File: config.mk
export PLATFORM = sky130hd
export DESIGN_NAME = card_rng
export DESIGN_NICKNAME = d
export VERILOG_FILES = /design/src/card_rng.sv
export SDC_FILE = /design/constraint.sdc
export NUM_CORES = 1
export LEC_CHECK = 0
export BUFFER_PORTS_ARGS = -buffer_cell sky130_fd_sc_hd__buf_2
export CORE_MARGIN = 2
export CORE_UTILIZATION = 35
export CTS_CLUSTER_DIAMETER = 50
export DETAILED_ROUTE_END_ITERATION = 6
export SLEW_MARGIN = 20
export SYNTH_ARGS = -nofsm -noshare
export SYNTH_HDL_FRONTEND = slang
export SYNTH_SLANG_ARGS = --single-unit
File: constraint.sdc
create_clock -name CLOCK_50 -period 0.85 [get_ports CLOCK_50]
set_clock_uncertainty 0.1 [all_clocks]
set_input_delay 0.0425 -clock CLOCK_50 [delete_from_list [all_inputs] [get_ports CLOCK_50]]
set_output_delay 0.0425 -clock CLOCK_50 [all_outputs]
set_load 0.01 [all_outputs]
File: src/card_rng.sv
// Lane random source
// Eight coupled 8-bit shift registers, 64 bits of state,
// one fresh 8-bit draw every clock

`timescale 1ns/1ps

module card_rng #(
	parameter int LANE_ID = 0
) (
	input  logic       CLOCK_50,
	input  logic       reset,
	output logic [7:0] rand_out
);

	// Base seed, lane number folded into the low bits
	localparam logic [64:1] SEED = 64'h5455_5555_9e37_79b9 ^ 64'(LANE_ID);

	logic [8:1] sr [1:8];

	// One bit from each register
	always_comb begin
		for (int k = 1; k <= 8; k++) begin
			rand_out[8 - k] = sr[k][7];
		end
	end

	always_ff @(posedge CLOCK_50) begin
		if (reset) begin
			for (int k = 1; k <= 8; k++) begin
				sr[k] <= SEED[8 * k -: 8];
			end
		end else begin
			// First register wraps around to the last one
			sr[1] <= {sr[1][7:1], sr[1][7] ^ sr[8][7]};
			// Rest take the top bit of the one below
			for (int k = 2; k <= 8; k++) begin
				sr[k] <= {sr[k][7:1], sr[k][7] ^ sr[k - 1][8]};
			end
		end
	end

endmodule

==> out/qor.csv <==
stage,metric,value,unit
status,status,"finished, violations left",
status,failing checks,negative setup slack,
drt,First-pass DRT Iterations,2,
critical_path,crit path kind,reg2reg,
cells_and_area,most frequent cells in the layout,"dfxtp_1, or2_2, nor2b_1",
timing,Slew Limit Fails,0,
placed_design,dpl ws,-0.0156,ns
critical_path,CP Launch Type,register,
critical_path,CP required,0.96,ns
pwr,Overall Power,0.00575,W
critical_path,crit path DAT,1.06,ns
synthesis,synthesized area,1810,um2
critical_path,reg2reg start,sr[1][6],
drt,WL/cell,10.3,um
critical_path,CP Max Fanout,3,
hold_path,worst hold stages,3,
cells_and_area,# fillers,457,
timing,Final WS setup,-0.0959,ns
pwr,Reg power frac,0.563,
grt,pin count of the biggest net entering global routing,34,
floorplanning,core region area,5040,um2
pwr,leakage,0.946,nW
timing,Hold Fails Final Rpt,0,
critical_path,Critical path origin,sr[1][6],
cells_and_area,layout cells sized above 1,0.447,
synthesis,Mapped Cells,148,
synthesis,Syn Nets,150,
cells_and_area,max FFs per register,63,
floorplanning,chip width,75.9,um
cts,CTS tree,built,
timing,# setup viols final,13,
hold_path,hold endpoint,sr[8][3],
placed_design,hpwl dp,1.28,mm
floorplanning,DIE AREA,5760,um2
floorplanning,Ports,10,
cells_and_area,"commonest non-fill, non-tap cell in the layout",dfxtp_1,
cts,cts bufs inserted,9,
timing,worst slew pin tran,0.143,ns
cells_and_area,antenna cells,0,
synthesis,proportion of synthesized chip area in sequential cells,0.697,
pwr,Pwr per Cell Area,2520,nW/um2
timing,Fmax,1060,MHz
floorplanning,Initial Util,0.359,
hold_path,Hold Crit Class,in2reg,
pwr,clock share of power,0.365,
drt,vias,906,
grt,first-pass GRT wire length,4.40,mm
floorplanning,Row Count,26,
cts,Longest Clk Path Bufs,2,
cells_and_area,Nets,168,
placed_design,I/O Buffers,9,
cells_and_area,Largest Register,sr,
critical_path,cells on worst reg2reg path,2,
timing,setup TNS,-0.659,ns
synthesis,YS warnings,0,
timing,hold_ws,0.0142,ns
pwr,combinational share of power,0.072,
critical_path,Worst R2R Setup Slack,-0.1,ns
hold_path,Hold Startpoint,reset,
timing,relative max-transition margin,0.904,
synthesis,Yosys cell types,10,
cts,Root Driver,clkbuf_8,
timing,Tcrit/Tclk final,1.11,
grt,All-Layer GR Usage,0.105,
pwr,Int Pwr,0.00456,W
cts,clock-pin slew on the worst setup and hold paths,0.06,ns
drt,initial DRC count,30,
grt,initial antenna violation count,0,
job,max_cap viols,0,
placed_design,gp weighted congestion,0.738,
cts,# clock sinks,63,
synthesis,Syn Area/Cell,12.2,um2
pwr,Peak supply drop,1300,uV
critical_path,reg-to-reg endpoint,sr[1][7],
grt,vias in the first global route,967,
drt,Routed WL,2.48,mm
pwr,Switching Share,0.207,
synthesis,"FF+latch count, synth",63,
grt,GRT overflow,0,
timing,RSZ-0062 raised after global routing,yes,
drt,number of antenna-violating nets in the routed design,0,
cts,insertion delay to the later sink of the worst-skew pair,0.32,ns
floorplanning,Die Ht,75.9,um
timing,Period minus WS final,0.946,ns
drt,Vias/cell,3.78,
critical_path,CP endpoint kind,register,
cells_and_area,Area Overhead vs Synth,25.8,%
cts,H-tree Lvls,3,
pwr,NetSw,0.00119,W
cells_and_area,registers with the most flip-flops,sr (63),
drt,DRC,0,
metal layers:
layer | vias up | share of wire | routed length, um | GRT usage
met4 | 0 | 0.014 | 34 | 0.0436
met2 | 16 | 0.45 | 1110 | 0.144
met3 | 6 | 0.066 | 163 | 0.0857
li1 | 468 | - | - | -
met5 | - | 0 | 0 | 0
met1 | 416 | 0.47 | 1180 | 0.118
power by group through the flow:
| stage | logic, W | registers (W) | clock network, W |
|---|---|---|---|
| after floorplan | 0.000244 | 0.00327 | 0 |
| final | 0.000413 | 0.00324 | 0.00209 |
| after global placement | 0.000276 | 0.00329 | 0 |
| after detailed placement | 0.000285 | 0.00329 | 0 |
| after global routing | 0.000455 | 0.00326 | 0.00237 |
| after CTS | 0.000389 | 0.00323 | 0.00216 |
through the flow:
step                      cell area, um2  instances  utilization
after CTS                           2220        239        0.440
after global placement              1900        215        0.376
after detailed placement            1900        215        0.376
final                               2280        240        0.452
after global routing                2280        240        0.452
after floorplan                     1810        148            -
synth_stat cells:
library cell,instances,area [um2]
nor2_1,2,7.51
nor2b_1,24,150
clkbuf_1,2,7.51
buf_2,4,20.0
xnor2_1,8,70.1
buf_4,8,60.1
and2b_1,2,15.0
nand2b_1,6,37.5
dfxtp_1,63,1260
or2_2,29,181
area by class of cell:
class | count | area [um2] | share of cell area
clock buffers | 14 | 153 | 0.0670
multi-input cells | 71 | 522 | 0.229
flip-flops and latches | 63 | 1270 | 0.558
well taps | 70 | 87.6 | 0.0385
clock inverters | 1 | 5.00 | 0.00220
repair buffers | 21 | 239 | 0.105
worst max-delay path by stage:
stage,to,depth (start not counted)
floorplan,sr[1][7],1
global placement,sr[4][4],3
detailed placement,sr[4][3],3
CTS,sr[1][7],2
global route,rand_out[7],1
finish,sr[1][7],2
cells by family after synthesis:
family	synth area share
simple gates	0.216
flops	0.697
xor+xnor	0.0387
buf+inv	0.0484
worst max-delay path, stage by stage, from the launching register on:
cell and delay, ns:
dfxtp_2 0.33, buf_4 0.13, or2_2 0.27
repair_timing:
action | 4_1_cts | 5_1_grt
endpoints found under the setup margin | 8 | 17
setup buffers | 9 | 0
pin swaps | 2 | 2
endpoints found under the hold margin | 0 | 2
hold buffers | 0 | 1
gates resized for setup | 21 | 10
Power figures use the tool's default switching activity.
