==> src/bj_pkg.sv <==
// Blackjack engine shared definitions
// Deck, hand and count widths, game limits, lane FSM states and outcomes

package bj_pkg;

	//////////////////////////////////////////////////////////////////////
	// Deck and hand sizing
	//////////////////////////////////////////////////////////////////////

	// One standard deck
	localparam int DECK_SIZE = 52;
	// Card value 2..11, ace counted as deck value
	localparam int CARD_W = 4;
	// Index into deck memory, 64 slots
	localparam int IDX_W = 6;
	// Hand total, worst case 16 + 11
	localparam int HAND_W = 5;
	// Games per lane per run
	localparam int GAME_W = 16;

	//////////////////////////////////////////////////////////////////////
	// Game limits
	//////////////////////////////////////////////////////////////////////

	// Player stands here whatever the up card
	localparam int STAND_HARD = 17;
	// Dealer stops drawing here
	localparam int DEALER_STAND = 17;
	// Anything above busts
	localparam int BUST_LIMIT = 21;

	// Per-lane game FSM
	typedef enum logic [3:0] {
		IDLE,
		DRAW,
		WAIT_RAM,
		DEALER_UP,
		PLAYER_DRAW,
		PLAYER_TAKE,
		DEALER_DRAW,
		DEALER_TAKE,
		JUDGE,
		REPORT
	} lane_state_t;

	// Result seen from the player side
	typedef enum logic [1:0] {
		LOSS,
		TIE,
		WIN
	} outcome_t;

endpackage

==> src/deck_store.sv <==
// Lane deck store
// Card value memory with a registered read port, plus the mask of
// cards already dealt in the current game

`timescale 1ns/1ps

module deck_store import bj_pkg::*; (
	input  logic              CLOCK_50,
	input  logic              reset,
	input  logic              wr_en,
	input  logic [IDX_W-1:0]  wr_index,
	input  logic [CARD_W-1:0] wr_value,
	input  logic [IDX_W-1:0]  rd_index,
	input  logic              take,
	input  logic              clear_mask,
	input  logic [IDX_W-1:0]  probe_index,
	output logic [CARD_W-1:0] rd_value,
	output logic              probe_dealt
);

	logic [CARD_W-1:0]    mem [0:(1 << IDX_W) - 1];
	logic [DECK_SIZE-1:0] dealt;

	// Host writes and lane reads share the store
	always_ff @(posedge CLOCK_50) begin
		if (wr_en) begin
			mem[wr_index] <= wr_value;
		end
		// Value valid one cycle after the index
		rd_value <= mem[rd_index];
	end

	always_ff @(posedge CLOCK_50) begin
		if (reset || clear_mask) begin
			dealt <= '0;
		end else if (take && rd_index < IDX_W'(DECK_SIZE)) begin
			dealt[rd_index] <= 1'b1;
		end
	end

	// Slots past the deck count as taken so the draw retries
	assign probe_dealt = (probe_index >= IDX_W'(DECK_SIZE)) ? 1'b1 : dealt[probe_index];

endmodule

==> config.mk <==
export PLATFORM = sky130hd
export DESIGN_NAME = deck_store
export DESIGN_NICKNAME = d
export VERILOG_FILES = /design/src/bj_pkg.sv /design/src/deck_store.sv
export SDC_FILE = /design/constraint.sdc
export NUM_CORES = 1
export LEC_CHECK = 0
export ABC_AREA = 1
export ABC_CLOCK_PERIOD_IN_PS = 2800
export BUFFER_PORTS_ARGS = -buffer_cell sky130_fd_sc_hd__buf_2
export CAP_MARGIN = 40
export CORE_MARGIN = 8
export CORE_UTILIZATION = 50
export CTS_CLUSTER_DIAMETER = 60
export DETAILED_ROUTE_END_ITERATION = 8
export PLACE_DENSITY = 0.66
export SLEW_MARGIN = 10
export SYNTH_ARGS = -nofsm -noshare
export SYNTH_HDL_FRONTEND = slang
export SYNTH_SLANG_ARGS = --single-unit
==> constraint.sdc <==
create_clock -name CLOCK_50 -period 2.8 [get_ports CLOCK_50]
set_clock_uncertainty 0.2 [all_clocks]
set_input_delay 0.42 -clock CLOCK_50 [delete_from_list [all_inputs] [get_ports CLOCK_50]]
set_output_delay 0.42 -clock CLOCK_50 [all_outputs]
set_load 0.005 [all_outputs]
==> impl_metrics.csv <==
group,metric,value,unit
synthesis,ys.flop_type,"edfxtp_1",
clock_network,cts_setup_buffers,0,
critical_path,crit_type,"input pin to primary output",
timing,fmax,439.4,MHz
timing,grt_setup_unrepaired,"no",
finish,synthToLayoutAreaGrowth,14.08,%
timing,min_period_over_period,0.8128,
synthesis,yosysWarnings,0,
pwr,finalPower,9.955,mW
synthesis,synthMuxAreaShare,0,
place,placed_cell_area,0.01415,sq mm
floorplan,rows,59,
pwr,worst_ir_drop_vdd,554.7,uV
synthesis,yosysTopAreaCell,"edfxtp_1",
timing,tightestPinTransition,0.9061,ns
clock_network,numCtsBuffers,35,
synthesis,synth_top_family_by_area,"simple AND/OR/NAND/NOR gates",
place,gp_congestion,0.8876,
min_path,worst_hold_startpoint,"wr_value[0]",
global_routing,track_usage,0.2065,
global_routing,grt_max_degree,111,
synthesis,synth_fa_ha_area_frac,0,
synthesis,synth_xor_area_frac,0,
detailed_routing,totalWireLength,32790,microns
clock_network,cts_tree,"built",
finish,fin_area,0.01521,sq mm
finish,final_nets,1438,
pwr,p_per_area,654.4,mW/mm^2
synthesis,synthSimpleGateAreaFrac,0.2162,
clock_network,postCtsResizedCells,0,
synthesis,synth_common_cells,"nand2_1 (535), edfxtp_1 (256), a21oi_1 (150)",
timing,fin_crit,2.276,ns
detailed_routing,drt_iter0_drc,859,
timing,timing.hold.ws,0.1465,ns
global_routing,antenna_found_initial,1,
global_routing,grt_pass1_vias,9485,
detailed_routing,drt-met1-wl,14380,microns
floorplan,die_y,179.3,microns
critical_path,r2r-start,"mem[53][2]",
timing,finalHoldViolCount,0,
detailed_routing,route.detailed.drc,0,
detailed_routing,final_antenna_net_count,0,
clock_network,h-tree-depth,2,
floorplan,start_util,0.5103,
critical_path,critPathLaunch,"probe_index[1]",
detailed_routing,top_layer,"met4",
synthesis,syn_nets,1379,
critical_path,crit_required,2.18,ns
detailed_routing,wl_met2,15190,microns
timing,drv_slew,0,
global_routing,grt_overflow,0,
pwr,p_leak,5.711,nW
floorplan,die_x,179.3,microns
clock_network,cts_root_buf,"clkbuf_16",
synthesis,avgSynthCellArea,9.863,sq um
timing,setup_viol,0,
synthesis,ys_top_cells_by_area,"edfxtp_1 (58%), nand2_1 (15%), dfxtp_1 (8.4%), a21oi_1 (5.6%), nor2_1 (2.3%)",
floorplan,die-area,0.03215,sq mm
synthesis,synth-async-reset-ratio,0,
synthesis,synthCells,1352,
critical_path,worstPathArrival,1.66,ns
clock_network,clkSlewWorstSetupHoldPaths,0.06,ns
critical_path,worstSetupEndpointType,"primary output",
detailed_routing,dr_total_vias,9766,
synthesis,synth_seq_area_share,0.6605,
floorplan,core-area,0.02613,sq mm
clock_network,clk_path_buf_depth,3,
timing,setup-tns-final,0,ns
synthesis,synth-edff-count,256,
clock_network,hold_buffers,0,
synthesis,yosys.cell_count.top_type,"nand2_1",
flow_run,maxCapViolCount,0,
critical_path,cp_max_fo,13,
detailed_routing,wire_per_inst,18.50,microns
clock_network,worstSkewPairLatency,0.51,ns
floorplan,ioPinCount,32,
min_path,hold_path_class,"input pin to register",
detailed_routing,dr.pass1.iters,5,
timing,max_slew_margin,0.3904,
detailed_routing,wl_met3,2127,microns
finish,fin_util,0.5822,
synthesis,synth_area,0.01334,sq mm
place,dpl.hpwl,20410,microns
synthesis,synth_top_area_share,0.5765,
clock_network,clock-sinks,312,
synthesis,synth_compound_area_frac,0.07872,
critical_path,start_kind,"input pin",
place,portBuffers,31,
finish,drive_gt1_frac,0.1086,
synthesis,synth_cell_types,23,
run_status,status,"finished, final reports clean",
synthesis,ys_ff_latch,312,
detailed_routing,routed_via_density,5.511,
global_routing,grt_first_pass_wirelength,51470,microns
## metrics by stage
| stage | worst slack, ns | instances |
|---|---|---|
| floorplan | 0.8070 | 1352 |
| global placement | 0.5609 | 1708 |
| global route | 0.3590 | 1772 |
| CTS | 0.5557 | 1771 |
| finish | 0.5243 | 1772 |
| detailed placement | 0.5426 | 1709 |
## kinds of logic (layout without fill, tap and decap cells)
logic type | after synthesis | in the layout
and+or+nand+nor | 698 | 698
DFF | 312 | 312
AOI/OAI and AO/OA | 205 | 205
buffers and inverters | 137 | 221
other | 0 | 1
## worst max-delay path: stages
cell and delay, ns:
buf_2 0.12, inv_1 0.32, o21ai_0 0.16, a21oi_1 0.21, o21ai_0 0.10, inv_1 0.06
nand2_1 0.05, nand2_1 0.06, inv_1 0.04, buf_2 0.12
## placed cells by master (no fill, tap or decap), types with 2 or more instances in the layout
cell,instances
o21ai_0,49
o211ai_1,2
nand2_1,535
clkbuf_8,2
a21oi_1,150
inv_1,60
clkbuf_16,37
nor4_4,8
nor4_1,8
nand4_1,16
clkinvlp_4,2
dfxtp_1,56
nor2_1,82
inv_2,2
clkinv_1,6
buf_4,58
edfxtp_1,256
nor3_1,6
clkinv_2,5
buf_12,7
nand3_1,42
buf_2,30
a41oi_1,2
clkbuf_1,9
## layer usage
| layer | global-route usage | up-vias |
|---|---|---|
| met5 | 0 | - |
| met3 | 0.03180 | 75 |
| li1 | - | 4666 |
| met2 | 0.3315 | 349 |
| met4 | 0.08122 | 0 |
| met1 | 0.2798 | 4676 |
## flip-flops by register name, indices dropped and copies added (netlist names)
register	count
rd_value	4
mem	256
dealt	52
## final cells by class
| type | instances | area (sq um) |
|---|---|---|
| clock inverter | 14 | 71.32 |
| timing repair buffer | 96 | 753.2 |
| clock buffer | 48 | 987.2 |
| multi-input combinational | 903 | 3933 |
| sequential | 312 | 8808 |
| antenna | 1 | 2.502 |
| tap | 335 | 419.2 |
| fill | 2256 | 10920 |
| inverter | 63 | 239.0 |
## final timing paths
path	endpoint	slack, ns	depth (start not counted)
max	probe_dealt	0.52	10
min	mem[38][0]	0.15	1
max reg2reg	rd_value[2]	1.26	8
min reg2reg	dealt[8]	0.26	2
## where the power goes
group | internal [mW] | switching, mW | total [mW]
clock network | 2.47 | 1.77 | 4.23
registers | 5.05 | 0.0155 | 5.07
logic | 0.179 | 0.476 | 0.655
Power figures use the tool's default switching activity.
