==> src/bj_pkg.sv <==
// Blackjack engine shared definitions
// Deck, hand and count widths, game limits, lane FSM states and outcomes

package bj_pkg;

	//////////////////////////////////////////////////////////////////////
	// Deck and hand sizing
	//////////////////////////////////////////////////////////////////////

	// One standard deck
	localparam int DECK_SIZE = 52;
	// Card value 2..11, ace counted as deck value
	localparam int CARD_W = 4;
	// Index into deck memory, 64 slots
	localparam int IDX_W = 6;
	// Hand total, worst case 16 + 11
	localparam int HAND_W = 5;
	// Games per lane per run
	localparam int GAME_W = 16;

	//////////////////////////////////////////////////////////////////////
	// Game limits
	//////////////////////////////////////////////////////////////////////

	// Player stands here whatever the up card
	localparam int STAND_HARD = 17;
	// Dealer stops drawing here
	localparam int DEALER_STAND = 17;
	// Anything above busts
	localparam int BUST_LIMIT = 21;

	// Per-lane game FSM
	typedef enum logic [3:0] {
		IDLE,
		DRAW,
		WAIT_RAM,
		DEALER_UP,
		PLAYER_DRAW,
		PLAYER_TAKE,
		DEALER_DRAW,
		DEALER_TAKE,
		JUDGE,
		REPORT
	} lane_state_t;

	// Result seen from the player side
	typedef enum logic [1:0] {
		LOSS,
		TIE,
		WIN
	} outcome_t;

endpackage

==> src/deck_loader.sv <==
// Deck loader
// Takes card values from the host over a four-phase req/ack handshake
// and broadcasts each one as a write to every lane's deck store

`timescale 1ns/1ps

module deck_loader import bj_pkg::*; (
	input  logic              CLOCK_50,
	input  logic              reset,
	input  logic              load_req,
	input  logic [CARD_W-1:0] load_value,
	output logic              load_ack,
	output logic              deck_loaded,
	output logic              wr_en,
	output logic [IDX_W-1:0]  wr_index,
	output logic [CARD_W-1:0] wr_value
);

	typedef enum logic [1:0] {
		LD_IDLE,
		LD_WRITE,
		LD_ACK
	} load_state_t;

	load_state_t state;

	// Value capture, no reset needed
	always_ff @(posedge CLOCK_50) begin
		if (state == LD_IDLE && load_req) begin
			wr_value <= load_value;
		end
	end

	always_ff @(posedge CLOCK_50) begin
		if (reset) begin
			state       <= LD_IDLE;
			load_ack    <= 1'b0;
			deck_loaded <= 1'b0;
			wr_en       <= 1'b0;
			wr_index    <= '0;
		end else begin
			case (state)
				// Request seen, write goes out next cycle
				LD_IDLE: begin
					if (load_req) begin
						// Full deck already here, handshake only
						wr_en <= ~deck_loaded;
						state <= LD_WRITE;
					end
				end
				// Write done, step index and acknowledge
				LD_WRITE: begin
					wr_en    <= 1'b0;
					load_ack <= 1'b1;
					if (wr_en) begin
						wr_index <= wr_index + 1'b1;
						if (wr_index == IDX_W'(DECK_SIZE - 1)) begin
							deck_loaded <= 1'b1;
						end
					end
					state <= LD_ACK;
				end
				// Host must drop req before the next card
				LD_ACK: begin
					if (!load_req) begin
						load_ack <= 1'b0;
						state    <= LD_IDLE;
					end
				end
				default: state <= LD_IDLE;
			endcase
		end
	end

endmodule

==> config.mk <==
export PLATFORM = sky130hd
export DESIGN_NAME = deck_loader
export DESIGN_NICKNAME = d
export VERILOG_FILES = /design/src/bj_pkg.sv /design/src/deck_loader.sv
export SDC_FILE = /design/constraint.sdc
export NUM_CORES = 1
export LEC_CHECK = 0
export BUFFER_PORTS_ARGS = -buffer_cell sky130_fd_sc_hd__buf_2
export CORE_MARGIN = 1.5
export CORE_UTILIZATION = 39
export DETAILED_ROUTE_END_ITERATION = 10
export PLACE_DENSITY_LB_ADDON = 0.1
export SYNTH_ARGS = -nofsm -noshare
export SYNTH_HDL_FRONTEND = slang
export SYNTH_SLANG_ARGS = --single-unit
==> constraint.sdc <==
create_clock -name CLOCK_50 -period 1.39 [get_ports CLOCK_50]
set_input_delay 0.139 -clock CLOCK_50 [delete_from_list [all_inputs] [get_ports CLOCK_50]]
set_output_delay 0.139 -clock CLOCK_50 [all_outputs]
set_load 0.01 [all_outputs]
==> results.cfg <==
[run_status]
status = finished, final reports clean

[floorplan]
initial_core_util_pct = 43.8
rows = 13
io_pins = 20
dieArea_sq_um = 1780
core-area_sq_um = 1370
fp.dieH_um = 42.2
die_w_um = 42.2

[synthesis]
synthCells = 54
synth-seq-area-share_pct = 56.9
ys_warn_count = 0
yosysUniqueCellTypes = 26
syn_area_sq_um = 598
syn_area_per_cell_sq_um = 11.1
synthesis.nets = 62
synth-seq-cells = 15

[finish]
utilization_pct = 56.1
fillers = 134
synthToLayoutAreaGrowth_pct = 28.2
n_antenna_cell = 0
drive_above_1_share_pct = 40.0
fin_nets = 89
final_common_cell = buf_2
final_area_sq_um = 767
final_cell_mix = buf_2 (19), dfxtp_1 (10), nor2_1 (7)

[clock_network]
clkLatencyLatePin_ps = 280
cts_tree = built
clk_path_buf_depth = 2
cts_sinks = 15
htreeDepth = 1
cts-hold-fix-buffers = 0
cts.clk_slew.worst_paths_ps = 90
clockRootBuffer = clkbuf_4
numCtsBuffers = 3

[grt]
grt_max_degree = 13
grt_pass1_vias = 422
overflow = 0
grt_usage_pct = 13.4
grt_pass1_wl_mm = 1.75
antenna_found_initial = 0

[pwr]
p_per_area_nw_per_um2 = 1040
p_sw_share_pct = 23.6
p_leak_nw = 0.361
pwr-share-comb_pct = 9.2
power_frac_clock_pct = 30.8
cell_internal_pwr_mw = 0.612
sequentialPowerShare_pct = 60.0
p_total_mw = 0.801
power_switching_mw = 0.189
peakVddDrop_v = 0.000701

[setup_path]
arrival_ps = 1490
cp-start-kind = flip-flop
crit_path_end_kind = flip-flop
rr_endpoint = wr_index[4]$_SDFFE_PP0P_
cp_slowest_cell = dfxtp_1
crit_chain = ha_1, and4b_2, nand3_1, mux2_2
critical_path_class = flip-flop to flip-flop
slowest_delay_ps = 350
critPathTopFamily = flip-flops
cp_data_required_time_ps = 1570
r2r_cells = 4
cp_max_fo = 4
ff2ff_setup_slack_ps = 80
critPathBufInv = 0
timing.rr.start = wr_index[0]$_SDFFE_PP0P_

[timing]
fin_worst_skew_ps = 7.16
rsz0062_at_grt = false
min_period_ps = 1310
min_period_over_period_pct = 94.0
finalSetupTns_ps = 0
finalMaxSlewViolations = 0
clock.fmax_mhz = 765
worst_pin_slew_ps = 249
setup_viol = 0
slew-limit-headroom_pct = 83.2
hold_ws_ps = 23.5
hold_viol_final = 0

[place]
place_congestion = 0.692
placed_area_sq_um = 738
dp_hpwl_um = 831
port_buffers = 19

[hold_path]
hold_class = input pin to flip-flop
worstHoldEndpoint = wr_value[2]$_DFFE_PP_
hp-start = load_value[2]
hold_path_depth = 1

[routing]
detail_route.wirelength_mm = 1.12
routed_via_density = 5.09
detail_route.first_pass.iterations = 4
vias = 484
antenna_left = 0
drc_errors = 0
drt_iter0_drc = 9
avgRoutedWirePerCell_um = 11.8

[flow_run]
max_cap_violations = 0
## routing by layer
| metal | global-route usage (%) | vias to the layer above | wire length (um) |
|---|---|---|---|
| met5 | 0 | - | 0 |
| met4 | 3.75 | 0 | 0 |
| met3 | 6.47 | 0 | 59 |
| met2 | 23.7 | 13 | 540 |
| met1 | 13.9 | 224 | 519 |
| li1 | - | 247 | - |
## synth_stat cells
library cell / n / area share [%]
nand3b_4: 1 / 3.3
nand3_1: 2 / 1.7
nor2b_1: 3 / 3.1
nor2_1: 7 / 4.4
nand3b_1: 1 / 1.3
edfxtp_1: 4 / 20
mux2i_1: 1 / 1.7
nor4b_1: 1 / 1.5
a41oi_1: 1 / 1.5
dfxtp_1: 11 / 37
o31ai_1: 1 / 1.3
or3_2: 1 / 1.3
clkbuf_1: 1 / 0.63
or2b_1: 1 / 1.3
nor3b_1: 1 / 1.3
xnor2_1: 1 / 1.5
o21ai_0: 1 / 0.84
nor3_1: 1 / 0.84
xor2_1: 1 / 1.5
or4_1: 1 / 1.3
and4b_2: 1 / 1.9
nand2b_1: 1 / 1.0
a21oi_1: 6 / 5.0
mux2_2: 1 / 1.9
nand2_1: 2 / 1.3
ha_1: 1 / 2.1
## stage by stage
stage / setup WS (ps) / cells
finish: 83.7 / 95
global route: 32.5 / 95
global placement: 60.7 / 91
detailed placement: 44.1 / 91
floorplan: 94.7 / 54
CTS: 40.5 / 95
## power groups by stage
stage               Clock, mW  Combinational [mW]  Sequential, mW
floorplan                   0              0.0285           0.498
global placement            0              0.0743           0.489
detailed placement          0              0.0747           0.490
CTS                     0.257              0.0749           0.480
global route            0.277              0.0813           0.483
finish                  0.247              0.0740           0.480
## what timing repair did
| item | 4_1_cts | 5_1_grt |
|---|---|---|
| resized for setup | 0 | 1 |
| setup buffers | 0 | 0 |
| setup endpoints to repair | 0 | 1 |
## worst max-delay path by stage
stage / from / endpoint / slack, ps / depth (start not counted)
floorplan: wr_index[0]$_SDFFE_PP0P_ / wr_index[4]$_SDFFE_PP0P_ / 90 / 4
global placement: wr_index[0]$_SDFFE_PP0P_ / wr_index[4]$_SDFFE_PP0P_ / 60 / 4
detailed placement: state[0]$_SDFFE_PP0P_ / wr_index[5]$_SDFFE_PP0P_ / 40 / 3
CTS: state[0]$_SDFFE_PP0P_ / wr_index[5]$_SDFFE_PP0P_ / 40 / 3
global route: wr_index[0]$_SDFFE_PP0P_ / wr_index[4]$_SDFFE_PP0P_ / 30 / 4
finish: wr_index[0]$_SDFFE_PP0P_ / wr_index[4]$_SDFFE_PP0P_ / 80 / 4
## registers in the layout (all words and copies together), names as in the netlist
register     flops
deck_loaded      1
load_ack         1
state            2
wr_en            1
wr_index         6
wr_value         4
## layout make-up
class / count / area (sq um) / share of cell area (%)
flip-flops and latches: 15 / 342 / 44.5
multi-input cells: 38 / 254 / 33.1
repair buffers: 23 / 125 / 16.3
clock buffers: 3 / 22.5 / 2.94
well taps: 15 / 18.8 / 2.45
clock inverters: 1 / 5.00 / 0.653
## worst register-to-register path, cell delays in order, from the launching register on
cell and delay (ps):
dfxtp_1 350, ha_1 200, and4b_2 250, nand3_1 90, mux2_2 330
## cells by family (layout without fill, tap and decap cells)
family / after synthesis / in the layout / synth area share (%)
AO/OA/AOI/OAI: 9 / 9 / 8.58
XOR/XNOR: 2 / 2 / 2.93
adder cells (fa/ha/maj): 1 / 1 / 2.09
buffers and inverters: 1 / 27 / 0.627
flip-flops: 15 / 15 / 56.9
multiplexers: 2 / 2 / 3.56
AND/OR/NAND/NOR: 24 / 24 / 25.3
(Power assumes the default switching activity.)
