--- src/bj_pkg.sv ---
// Blackjack engine shared definitions
// Deck, hand and count widths, game limits, lane FSM states and outcomes

package bj_pkg;

	//////////////////////////////////////////////////////////////////////
	// Deck and hand sizing
	//////////////////////////////////////////////////////////////////////

	// One standard deck
	localparam int DECK_SIZE = 52;
	// Card value 2..11, ace counted as deck value
	localparam int CARD_W = 4;
	// Index into deck memory, 64 slots
	localparam int IDX_W = 6;
	// Hand total, worst case 16 + 11
	localparam int HAND_W = 5;
	// Games per lane per run
	localparam int GAME_W = 16;

	//////////////////////////////////////////////////////////////////////
	// Game limits
	//////////////////////////////////////////////////////////////////////

	// Player stands here whatever the up card
	localparam int STAND_HARD = 17;
	// Dealer stops drawing here
	localparam int DEALER_STAND = 17;
	// Anything above busts
	localparam int BUST_LIMIT = 21;

	// Per-lane game FSM
	typedef enum logic [3:0] {
		IDLE,
		DRAW,
		WAIT_RAM,
		DEALER_UP,
		PLAYER_DRAW,
		PLAYER_TAKE,
		DEALER_DRAW,
		DEALER_TAKE,
		JUDGE,
		REPORT
	} lane_state_t;

	// Result seen from the player side
	typedef enum logic [1:0] {
		LOSS,
		TIE,
		WIN
	} outcome_t;

endpackage

--- src/hand_sequencer.sv ---
// Lane game sequencer
// Draws the dealer up card, plays the player by the fixed stand rule,
// lets the dealer hit to 17, judges, reports and repeats per game count

`timescale 1ns/1ps

module hand_sequencer import bj_pkg::*; (
	input  logic              CLOCK_50,
	input  logic              reset,
	input  logic              start_game,
	input  logic [GAME_W-1:0] games_per_lane,
	input  logic [7:0]        rand_out,
	input  logic [CARD_W-1:0] rd_value,
	input  logic              probe_dealt,
	input  logic              rep_ack,
	output logic [IDX_W-1:0]  rd_index,
	output logic              take,
	output logic              clear_mask,
	output logic [IDX_W-1:0]  probe_index,
	output logic              lane_done,
	output logic              rep_req,
	output logic [HAND_W-1:0] rep_player,
	output logic [HAND_W-1:0] rep_dealer,
	output outcome_t          rep_outcome
);

	lane_state_t       state;
	lane_state_t       ret_state;
	logic [HAND_W-1:0] player_total;
	logic [HAND_W-1:0] dealer_total;
	logic [CARD_W-1:0] up_card;
	logic [GAME_W-1:0] games_done;
	logic [HAND_W-1:0] card_ext;
	logic              last_game;

	// Basic strategy subset on hard totals
	function automatic logic player_stands(input logic [HAND_W-1:0] total,
			input logic [CARD_W-1:0] up);
		logic weak_up;
		logic very_weak_up;
		weak_up      = (up >= 2) && (up <= 6);
		very_weak_up = (up >= 4) && (up <= 6);
		return (total >= STAND_HARD) ||
			(total == 12 && very_weak_up) ||
			(total >= 13 && total <= 16 && weak_up);
	endfunction

	// Low six bits of the draw pick the slot
	assign probe_index = rand_out[IDX_W-1:0];
	assign card_ext    = HAND_W'(rd_value);
	assign last_game   = (GAME_W'(games_done + 1'b1) == games_per_lane);

	// Totals stay put through REPORT
	assign rep_player = player_total;
	assign rep_dealer = dealer_total;

	// Mark card dealt as it is added
	assign take = (state == DEALER_UP) || (state == PLAYER_TAKE) || (state == DEALER_TAKE);
	// Fresh mask for every game
	assign clear_mask = (state == IDLE && start_game && games_per_lane != '0) ||
		(state == REPORT && rep_ack && !last_game);

	// Payload side, no reset
	always_ff @(posedge CLOCK_50) begin
		// Accepted draw, latch slot for the memory read
		if ((state == DRAW || state == PLAYER_DRAW || state == DEALER_DRAW) && !probe_dealt) begin
			rd_index <= probe_index;
		end
		if (clear_mask) begin
			player_total <= '0;
			dealer_total <= '0;
		end else if (state == DEALER_UP) begin
			up_card      <= rd_value;
			dealer_total <= card_ext;
		end else if (state == PLAYER_TAKE) begin
			player_total <= player_total + card_ext;
		end else if (state == DEALER_TAKE) begin
			dealer_total <= dealer_total + card_ext;
		end
		// Bust first, then dealer bust, then compare
		if (state == JUDGE) begin
			if (player_total > BUST_LIMIT) begin
				rep_outcome <= LOSS;
			end else if (dealer_total > BUST_LIMIT || player_total > dealer_total) begin
				rep_outcome <= WIN;
			end else if (player_total == dealer_total) begin
				rep_outcome <= TIE;
			end else begin
				rep_outcome <= LOSS;
			end
		end
	end

	//////////////////////////////////////////////////////////////////////
	// Game FSM
	//////////////////////////////////////////////////////////////////////

	always_ff @(posedge CLOCK_50) begin
		if (reset) begin
			state      <= IDLE;
			ret_state  <= IDLE;
			rep_req    <= 1'b0;
			lane_done  <= 1'b1;
			games_done <= '0;
		end else begin
			case (state)
				IDLE: begin
					if (start_game) begin
						games_done <= '0;
						// Zero games means nothing to play
						if (games_per_lane != '0) begin
							lane_done <= 1'b0;
							state     <= DRAW;
						end
					end
				end
				// Dealer up card, retry on a bad slot
				DRAW: begin
					if (!probe_dealt) begin
						ret_state <= DEALER_UP;
						state     <= WAIT_RAM;
					end
				end
				// Memory read in flight
				WAIT_RAM: state <= ret_state;
				DEALER_UP: state <= PLAYER_DRAW;
				PLAYER_DRAW: begin
					if (player_total > BUST_LIMIT) begin
						// Busted, dealer keeps the up card only
						state <= JUDGE;
					end else if (player_stands(player_total, up_card)) begin
						state <= DEALER_DRAW;
					end else if (!probe_dealt) begin
						ret_state <= PLAYER_TAKE;
						state     <= WAIT_RAM;
					end
				end
				PLAYER_TAKE: state <= PLAYER_DRAW;
				DEALER_DRAW: begin
					if (dealer_total >= DEALER_STAND) begin
						state <= JUDGE;
					end else if (!probe_dealt) begin
						ret_state <= DEALER_TAKE;
						state     <= WAIT_RAM;
					end
				end
				DEALER_TAKE: state <= DEALER_DRAW;
				JUDGE: begin
					rep_req <= 1'b1;
					state   <= REPORT;
				end
				// Hold report until the arbiter takes it
				REPORT: begin
					if (rep_ack) begin
						rep_req    <= 1'b0;
						games_done <= games_done + 1'b1;
						if (last_game) begin
							lane_done <= 1'b1;
							state     <= IDLE;
						end else begin
							state <= DRAW;
						end
					end
				end
				default: state <= IDLE;
			endcase
		end
	end

endmodule

--- config.mk ---
export PLATFORM = sky130hd
export DESIGN_NAME = hand_sequencer
export DESIGN_NICKNAME = d
export VERILOG_FILES = /design/src/bj_pkg.sv /design/src/hand_sequencer.sv
export SDC_FILE = /design/constraint.sdc
export NUM_CORES = 1
export LEC_CHECK = 0
export BUFFER_PORTS_ARGS = -buffer_cell sky130_fd_sc_hd__buf_2
export CORE_UTILIZATION = 45
export CTS_CLUSTER_DIAMETER = 120
export DETAILED_ROUTE_END_ITERATION = 10
export PLACE_DENSITY = 0.67
export SYNTH_ARGS = -nofsm -noshare
export SYNTH_HDL_FRONTEND = slang
export SYNTH_SLANG_ARGS = --single-unit
--- constraint.sdc ---
create_clock -name CLOCK_50 -period 3.65 [get_ports CLOCK_50]
set_clock_uncertainty 0.1 [all_clocks]
set_input_delay 0.73 -clock CLOCK_50 [delete_from_list [all_inputs] [get_ports CLOCK_50]]
set_output_delay 0.73 -clock CLOCK_50 [all_outputs]
set_load 0.005 [all_outputs]
==> results of run 1 <==
## routing by layer
| metal | vias to the layer above | GRT usage | part of all wire |
|---|---|---|---|
| li1 | 1557 | - | - |
| met2 | 89 | 0.386 | 0.48 |
| met1 | 1455 | 0.301 | 0.46 |
| met4 | 0 | 0.0641 | 0.013 |
| met5 | - | 0 | 0 |
| met3 | 9 | 0.0339 | 0.046 |
## stage by stage
step,util,hold WS [ns]
floorplan,-,0.326
global placement,0.520,0.337
detailed placement,0.520,0.348
CTS,0.535,0.363
global route,0.544,0.381
finish,0.544,0.361
## worst paths after layout
kind | startpoint | to | slack [ns] | cells past startpoint
worst min-delay path | ret_state[0] | ret_state[0] | 0.36 | 2
worst max-delay path | games_done[6] | clear_mask | 0.13 | 7
worst min register to register | ret_state[0] | ret_state[0] | 0.36 | 2
worst max register to register | games_done[6] | rep_dealer[0] | 0.99 | 7
## cell type report
cell class	count	area, um2
well taps	96	120
repair buffers	70	380
clock inverters	2	16.3
multi-input cells	303	2020
inverters	21	78.8
flip-flops and latches	47	1070
clock buffers	6	82.6
fillers	659	3170
## cells in the mapped netlist (4+ instances only)
master and instances:
a22oi_1 5, nand2_1 31, a31oi_1 9, inv_1 21, buf_2 4, dfxtp_1 35
xnor2_1 14, nor2_1 31, ha_1 14, a21o_1 6, nor3b_1 5, and4_1 4
buf_4 7, a211oi_1 7, nor2b_1 10, and3_1 4, nand3_1 13, xor2_1 10
a311oi_1 5, edfxtp_1 12, clkbuf_1 18, o21ai_0 30, nor4_1 9, nor3_1 5
a21oi_1 36
## flip-flops by register name, summed over array words and instances (netlist names), 2 cells and up
name and flops:
rep_player 5, up_card 4, games_done 16, rep_outcome 2, state 4, rd_index 6, ret_state 3, rep_dealer 5
## power groups by stage
stage	Clock, W	Sequential, W	Combinational (W)
after floorplan	0	0.000594	0.000194
after global placement	0	0.000614	0.000264
after detailed placement	0	0.000615	0.000271
after CTS	0.000355	0.000603	0.000272
after global routing	0.000375	0.000607	0.000306
final	0.000338	0.000602	0.000271
## critical path, delay by kind of cell (launching register included)
family,cells,cell delay [ns]
flip-flops,1,0.42
AND/OR/NAND/NOR,3,1.26
buffers and inverters,1,0.12
AO/OA/AOI/OAI,3,0.58
## cell usage in the layout, fill, tap and decap left out, types with 6 or more instances in the layout
master,count
buf_2,58
a21oi_1,36
nor2_1,31
nand2_1,31
o21ai_0,30
dfxtp_1,28
inv_1,21
xnor2_1,14
nand3_1,13
ha_1,13
buf_4,12
edfxtp_1,12
xor2_1,10
nor2b_1,10
a31oi_1,9
nor4_1,8
a211oi_1,7
a21o_1,6
clkbuf_8,6
## timing repair
item | CTS | global route
gates resized for setup | 6 | 12
setup endpoints to repair | 1 | 1
setup buffers | 0 | 3
pin swaps | 0 | 1
## cell families after synthesis
logic type	Yosys count
buf+inv	53
simple gates	132
mux	4
xor+xnor	24
fa+ha+maj	16
flops	47
compound gates	127
==> flow_metrics.env, run 1 <==
export IMPL_p_sw_frac=0.306
export IMPL_first_iter_violations=139
export IMPL_synth_edf_count=12
export IMPL_synth_top_family_by_area="compound AO/OA/AOI/OAI gates"
export IMPL_clkTransAtPathRegs_ns=0.09
export IMPL_fp_dieH_um=87.6
export IMPL_required_ns=2.82
export IMPL_ys_warn_count=0
export IMPL_clkPwrFrac=0.279
export IMPL_synthCells=403
export IMPL_synth_compound_area_frac=0.249
export IMPL_die_area_um2=7670
export IMPL_synth_ff_type="dfxtp_1"
export IMPL_hold_buffers=0
export IMPL_max_slew_margin=0.486
export IMPL_grt_pass1_wl_mm=13.6
export IMPL_powerDensity_nw_per_um2=321
export IMPL_ir_worst_vdd_uv=132
export IMPL_synth_area_leader_cell="dfxtp_1"
export IMPL_antenna_found_initial=0
export IMPL_setup_tns_ns=0
export IMPL_nets=497
export IMPL_firstDrtPassIters=5
export IMPL_worstPathMaxFanout=7
export IMPL_gp_congestion=0.894
export IMPL_muxShareOfSynthArea=0.0125
export IMPL_initial_utilization=0.475
export IMPL_crit_arrival_ns=2.69
export IMPL_wirelength_mm=8.19
export IMPL_detailedPlace_worstSlack_ns=0.147
export IMPL_cts_tree="yes"
export IMPL_cts_max_path_buffers=2
export IMPL_yosysUniqueCellTypes=60
export IMPL_p_switching_w=0.000371
export IMPL_clkLatencyLatePin_ns=0.30
export IMPL_cts_buffers=5
export IMPL_routedWlPerCell_um=15.0
export IMPL_synthXorXnorAreaFrac=0.0638
export IMPL_finalSetupViolations=0
export IMPL_yosys_area_share_simple=0.213
export IMPL_avgSynthCellArea_um2=8.18
export IMPL_final_antenna_net_count=0
export IMPL_drive_gt1_frac=0.223
export IMPL_rows=30
export IMPL_design_power_total_w=0.00121
export IMPL_chipWidth_um=87.6
export IMPL_track_usage=0.227
export IMPL_hold_path_class="reg2reg"
export IMPL_cpMostUsedCell="or4_4"
export IMPL_crit_chain="nand4_4 -> or4_4 -> a211oi_2 -> o221ai_1 -> or4_4 -> a21o_1 -> buf_2"
export IMPL_p_leak_nw=1.46
export IMPL_cts_num_sinks=47
export IMPL_via_count=3110
export IMPL_antenna_cells=0
export IMPL_grt_ovfl_total=0
export IMPL_fmax_mhz=284
export IMPL_pwr_share_seq=0.497
export IMPL_tightest_slew_ns=0.771
export IMPL_synth_area_um2=3300
export IMPL_cts_root_buffer="clkbuf_8"
export IMPL_finalNonFillerCells=545
export IMPL_grt_pass1_vias=2902
export IMPL_grt_setup_unrepaired="no"
export IMPL_portBuffers=58
export IMPL_comb_power_share=0.224
export IMPL_synthTopCellsByArea="dfxtp_1 21%, edfxtp_1 11%, a21oi_1 5.5%"
export IMPL_status="complete, no violations"
export IMPL_grt_max_degree=28
export IMPL_synth_top_area_frac=0.213
export IMPL_via_per_inst=5.71
export IMPL_maxCapViolCount=0
export IMPL_synth_seq_cells=47
export IMPL_syn_num_nets=452
export IMPL_p_int_w=0.000840
export IMPL_cp_slowest_cell="or4_4"
export IMPL_drc_errors=0
export IMPL_top_level_ports=61
export IMPL_post_dp_cell_area_um2=3610
export IMPL_h_tree_depth=2
export IMPL_design_area_um2=3770
export IMPL_area_growth_pct=14.5
export IMPL_hold_viol_final=0
export IMPL_finalCritPeriodShare=0.964
export IMPL_async_flop_share=0
export IMPL_cp_end_kind="output pin"
export IMPL_worst_slack_ns=0.132
export IMPL_core_um2=6940
export IMPL_cp_slowest_stage_delay_ns=0.56
export IMPL_critPathKind="reg2out"
export IMPL_placed_cells=534
export IMPL_finalCriticalPeriod_ns=3.52
export IMPL_finalMaxSlewViolations=0
export IMPL_hpwl_mm=6.15
export IMPL_critPathLaunchType="flop"
export IMPL_synth_adder_area_share=0.0653
export IMPL_synth_seq_area_share=0.322
Note: power is estimated with default switching activity, not from simulation.
==> run 2: changes to the inputs <==
Settings changed: CORE_UTILIZATION 45 to 40, PLACE_DENSITY 0.67 to not set.
==> run 2 against run 1 <==
Total power is 4.5% higher; worst hold slack worse by 0.0080 ns; register-to-register slack worse by 0.05 ns; fmax is 0.85% lower; cell area is 0.17% lower; cell count is 0.55% higher; die area is 12% higher; worst setup slack worse by 0.030 ns; sequential share of layout area hardly changed; count of clock-buffer cells in the layout is 1 lower; combinational power is 1% higher; flip-flop and latch count stayed put.
==> flow_metrics.env, run 2 (synthesis results as in run 1) <==
export IMPL_crit_arrival_ns=2.72
export IMPL_grt_pass1_vias=2804
export IMPL_clkTransAtPathRegs_ns=0.09
export IMPL_powerDensity_nw_per_um2=336
export IMPL_cp_slowest_cell="or4_4"
export IMPL_mostFrequentLayoutCell="buf_2"
export IMPL_crit_chain="nand4_4 -> or4_4 -> a211oi_2 -> o221ai_1 -> or4_4 -> a21o_1 -> buf_2"
export IMPL_mostFrequentLayoutCells="58 x buf_2, 36 x a21oi_1, 31 x nor2_1, 31 x nand2_1"
export IMPL_track_usage=0.196
export IMPL_cp_depth=7
export IMPL_crit_buf_inv=1
export IMPL_met1_length_mm=3.90
export IMPL_fmax_mhz=282
export IMPL_dr_wl_met2_mm=3.94
export IMPL_critPathLaunchType="flop"
export IMPL_antenna_cells=0
export IMPL_cpMostUsedCell="or4_4"
export IMPL_p_leak_nw=1.45
export IMPL_hold_viol_final=0
export IMPL_antenna_found_initial=0
export IMPL_wirelength_mm=8.28
export IMPL_portBuffers=58
export IMPL_h_tree_depth=2
export IMPL_maxCapViolCount=0
export IMPL_status="complete, no violations"
export IMPL_critPathTopFamily="simple AND/OR/NAND/NOR gates"
export IMPL_rows=32
export IMPL_top_level_ports=61
export IMPL_finalCritPeriodShare=0.972
export IMPL_core_um2=7850
export IMPL_area_growth_pct=14.3
export IMPL_tightest_slew_ns=0.589
export IMPL_ir_worst_vdd_uv=149
export IMPL_grt_max_degree=28
export IMPL_final_antenna_net_count=0
export IMPL_cts_max_path_buffers=2
export IMPL_worst_slack_ns=0.102
export IMPL_cp_slowest_stage_delay_ns=0.56
export IMPL_top_regs="games_done x16, rd_index x6"
export IMPL_cts_setup_buffers=0
export IMPL_largest_register_ffs=16
export IMPL_routedWlPerCell_um=15.1
export IMPL_n_fill_cell=822
export IMPL_cts_num_sinks=47
export IMPL_detailedPlace_worstSlack_ns=0.164
export IMPL_worstPathMaxFanout=10
export IMPL_die_area_um2=8610
export IMPL_clkLatencyLatePin_ns=0.30
export IMPL_gp_congestion=0.888
export IMPL_holdPathStages=2
export IMPL_drc_errors=0
export IMPL_setup_tns_ns=0
export IMPL_top_layer_used="met4"
export IMPL_grt_setup_unrepaired="no"
export IMPL_nets=494
export IMPL_finalCriticalPeriod_ns=3.55
export IMPL_rr_worst_depth=7
export IMPL_chipWidth_um=92.8
export IMPL_via_count=3133
export IMPL_grt_ovfl_total=0
export IMPL_firstDrtPassIters=4
export IMPL_finalMaxSlewViolations=0
export IMPL_via_per_inst=5.72
export IMPL_critPathKind="reg2out"
export IMPL_cts_buffers=5
export IMPL_top_register="games_done"
export IMPL_hold_slack_ns=0.353
export IMPL_fp_dieH_um=92.8
export IMPL_max_slew_margin=0.607
export IMPL_cp_end_kind="output pin"
export IMPL_drive_gt1_frac=0.209
export IMPL_initial_utilization=0.420
export IMPL_hold_path_class="reg2reg"
export IMPL_grt_pass1_wl_mm=13.6
export IMPL_finalSetupViolations=0
export IMPL_hpwl_mm=6.16
export IMPL_cts_tree="yes"
export IMPL_met3WireLength_um=362
export IMPL_required_ns=2.82
export IMPL_cts_root_buffer="clkbuf_8"
export IMPL_first_iter_violations=134
-- run 2: report_power, final --
part | switching [W] | total, W | internal, W | leakage [nW]
sequential | 0.0000357 | 0.000600 | 0.000565 | 0.396
clock | 0.000186 | 0.000390 | 0.000204 | 0.0581
combinational | 0.000153 | 0.000275 | 0.000122 | 1.00
total | 0.000375 | 0.00127 | 0.000890 | 1.45
-- run 2: final timing paths --
| check | from | endpoint | slack [ns] |
|---|---|---|---|
| setup / recovery | games_done[3] | clear_mask | 0.10 |
| hold / removal | ret_state[0] | ret_state[0] | 0.35 |
| setup reg to reg | games_done[3] | rep_player[0] | 0.94 |
| hold reg to reg | ret_state[0] | ret_state[0] | 0.35 |
-- run 2: layer usage --
metal | vias up | GRT usage
met5 | - | 0
met4 | 0 | 0.0500
met3 | 9 | 0.0263
met2 | 93 | 0.339
met1 | 1469 | 0.254
li1 | 1562 | -
-- run 2: timing repair --
item	in CTS	in global routing
hold buffers	0	0
setup endpoints to repair	1	1
resized for setup	6	9
pin swaps	0	1
-- run 2: metrics by stage --
step	std cells	utilization	instance area (um2)	power [W]
5_1_grt	548	0.480	3770	0.00134
4_1_cts	548	0.476	3740	0.00128
6_report	548	0.480	3770	0.00127
2_1_floorplan	403	-	3300	0.000788
3_5_place_dp	540	0.461	3620	0.000890
3_3_place_gp	540	0.461	3620	0.000881
-- run 2: area by class of cell --
type / count / area, um2 / area share
multi-input cells: 303 / 2020 / 0.535
flip-flops and latches: 47 / 1070 / 0.285
repair buffers: 67 / 358 / 0.0950
well taps: 102 / 128 / 0.0339
inverters: 21 / 78.8 / 0.0209
clock buffers: 5 / 68.8 / 0.0183
clock inverters: 3 / 43.8 / 0.0116
-- run 2: worst reg2reg max path, delay by kind of cell, from the launching register on --
family | cells | cell delay [ns]
and+or+nand+nor | 3 | 1.31
buffers and inverters | 1 | 0.20
AOI/OAI and AO/OA | 3 | 0.59
DFF | 1 | 0.42
==> run 3: changes to the inputs <==
Settings changed: CORE_UTILIZATION 40 to 56, CTS_CLUSTER_DIAMETER 120 to not set, PLACE_DENSITY set to 0.8, REMOVE_ABC_BUFFERS set to 1.
==> run 3 against run 2 <==
Total power down 4.7%; count of clock-buffer cells in the layout unchanged; global-route usage rose by 7.9 points; sequential share of layout area about the same; worst hold slack better by 0.016 ns; critical path type unchanged; largest power group unchanged; highest routed layer unchanged.
==> flow_metrics.env, run 3 (synthesis results as in run 1) <==
export IMPL_setup_tns_ns=0
export IMPL_cts_max_path_buffers=2
export IMPL_cts_buffers=5
export IMPL_h_tree_depth=2
export IMPL_design_area_um2=3760
export IMPL_ir_worst_vdd_uv=151
export IMPL_grt_max_degree=28
export IMPL_routedWlPerCell_um=16.0
export IMPL_finalCriticalPeriod_ns=3.56
export IMPL_mostFrequentLayoutCells="58 x buf_2, 36 x a21oi_1, 31 x nor2_1, 31 x nand2_1"
export IMPL_crit_buf_inv=2
export IMPL_largest_register_ffs=16
export IMPL_p_leak_nw=1.47
export IMPL_crit_start="games_done[0]"
export IMPL_reg2reg_setup_slack_ns=0.96
export IMPL_reg2reg_to="rep_dealer[0]"
export IMPL_finalSetupViolations=0
export IMPL_worstPathMaxFanout=7
export IMPL_crit_arrival_ns=2.73
export IMPL_portBuffers=58
export IMPL_finalMaxSlewViolations=0
export IMPL_mostFrequentLayoutCell="buf_2"
export IMPL_p_int_w=0.000820
export IMPL_clkTransAtPathRegs_ns=0.10
export IMPL_track_usage=0.275
export IMPL_ff_latch_area_um2=1070
export IMPL_powerDensity_nw_per_um2=321
export IMPL_core_um2=5570
export IMPL_cp_slowest_stage_delay_ns=0.53
export IMPL_crit_chain="ha_1 -> buf_4 -> nor2b_1 -> or3_1 -> a31oi_2 -> o311ai_1 -> or4_4 -> a21o_1 -> buf_2"
export IMPL_initial_utilization=0.591
export IMPL_worst_slack_ns=0.0878
export IMPL_required_ns=2.82
export IMPL_top_level_ports=61
export IMPL_nets=500
export IMPL_die_area_um2=6200
export IMPL_timing_rr_start="games_done[0]"
export IMPL_via_per_inst=6.13
export IMPL_clkLatencyLatePin_ns=0.30
export IMPL_critPathTopFamily="simple AND/OR/NAND/NOR gates"
export IMPL_placed_cells=511
export IMPL_hold_buffers=0
export IMPL_n_fill_cell=513
export IMPL_top_register="games_done"
export IMPL_fp_dieH_um=78.7
export IMPL_max_slew_margin=0.489
export IMPL_hpwl_mm=6.03
export IMPL_design_power_total_w=0.00121
export IMPL_via_count=3213
export IMPL_maxCapViolCount=0
export IMPL_cts_root_buffer="clkbuf_8"
export IMPL_post_dp_cell_area_um2=3590
export IMPL_area_growth_pct=14.0
export IMPL_fmax_mhz=281
export IMPL_antenna_found_initial=0
export IMPL_grt_pass1_vias=2997
export IMPL_detailedPlace_worstSlack_ns=0.135
export IMPL_comb_power_share=0.225
export IMPL_grt_pass1_wl_mm=13.6
export IMPL_drc_errors=0
export IMPL_chipWidth_um=78.7
export IMPL_final_antenna_net_count=0
export IMPL_drive_gt1_frac=0.223
export IMPL_status="complete, no violations"
export IMPL_p_sw_frac=0.320
export IMPL_cts_num_sinks=47
export IMPL_top_regs="games_done x16, rd_index x6"
export IMPL_rows=27
export IMPL_multi_input_area_um2=2020
export IMPL_hold_path_class="reg2reg"
export IMPL_cp_end_kind="output pin"
export IMPL_firstDrtPassIters=4
export IMPL_critPathKind="reg2out"
export IMPL_gp_congestion=0.902
export IMPL_hp_start="ret_state[0]"
export IMPL_rr_worst_depth=9
export IMPL_crit_end="clear_mask"
export IMPL_tightest_slew_ns=0.766
export IMPL_p_switching_w=0.000386
export IMPL_clkPwrFrac=0.275
export IMPL_antenna_cells=0
export IMPL_hold_viol_final=0
export IMPL_grt_ovfl_total=0
export IMPL_wirelength_mm=8.39
export IMPL_finalNonFillerCells=524
export IMPL_cp_depth=9
export IMPL_pwr_share_seq=0.499
export IMPL_critPathLaunchType="flop"
export IMPL_first_iter_violations=202
export IMPL_cts_tree="yes"
export IMPL_cp_slowest_cell="or4_4"
export IMPL_finalCritPeriodShare=0.976
-- run 3: cell count changes in the layout (fill, tap and decap cells not counted), moves of 2 or more --
cell        previous run  this run
and4_1                 4         2
and4_2                 0         2
buf_4                  9        15
clkinvlp_4             0         2
-- run 3: how the worst min path moves through the flow --
stage,endpoint,slack (ns),cells after the start
final,ret_state[0],0.37,2
after global routing,ret_state[0],0.42,2
after CTS,ret_state[0],0.36,2
after detailed placement,ret_state[0],0.35,2
after global placement,ret_state[0],0.34,2
after floorplan,ret_state[0],0.32,2
-- run 3: metrics by stage --
| step | util | hold WS [ns] |
|---|---|---|
| after floorplan | - | 0.320 |
| after global placement | 0.643 | 0.343 |
| after detailed placement | 0.643 | 0.349 |
| after CTS | 0.661 | 0.365 |
| after global routing | 0.674 | 0.418 |
| final | 0.674 | 0.369 |
-- run 3: timing repair --
item                                    in CTS  in global routing
hold endpoints to repair                     0                  0
buffers inserted                             0                  5
resized for setup                            3                 14
endpoints found under the setup margin       1                  1
pin swaps                                    0                  1
-- run 3: cell type report --
type / count / share of cell area
clock buffer: 5 / 0.0183
clock inverter: 3 / 0.00633
inverter: 21 / 0.0210
multi-input combinational: 303 / 0.538
sequential: 47 / 0.285
tap: 72 / 0.0240
timing repair buffer: 73 / 0.107
-- run 3: tightest hold or removal path: cells and delay by family, from the launching register on --
family	cells	cell delay, ns
AOI/OAI and AO/OA	1	0.05
buffers and inverters	1	0.05
DFF	1	0.33
-- run 3: routing by layer --
| metal | global-route usage | up-vias | wire length (um) |
|---|---|---|---|
| li1 | - | 1563 | - |
| met1 | 0.350 | 1517 | 3660 |
| met2 | 0.477 | 114 | 4120 |
| met3 | 0.0379 | 19 | 451 |
| met4 | 0.0907 | 0 | 157 |
| met5 | 0 | - | 0 |
-- run 3: power groups by stage --
stage          combinational [W]  sequential, W  clock [W]
3_3_place_gp            0.000257       0.000612          0
4_1_cts                 0.000269       0.000602   0.000333
6_report                0.000272       0.000602   0.000332
3_5_place_dp            0.000267       0.000614          0
5_1_grt                 0.000304       0.000606   0.000358
2_1_floorplan           0.000167       0.000607          0
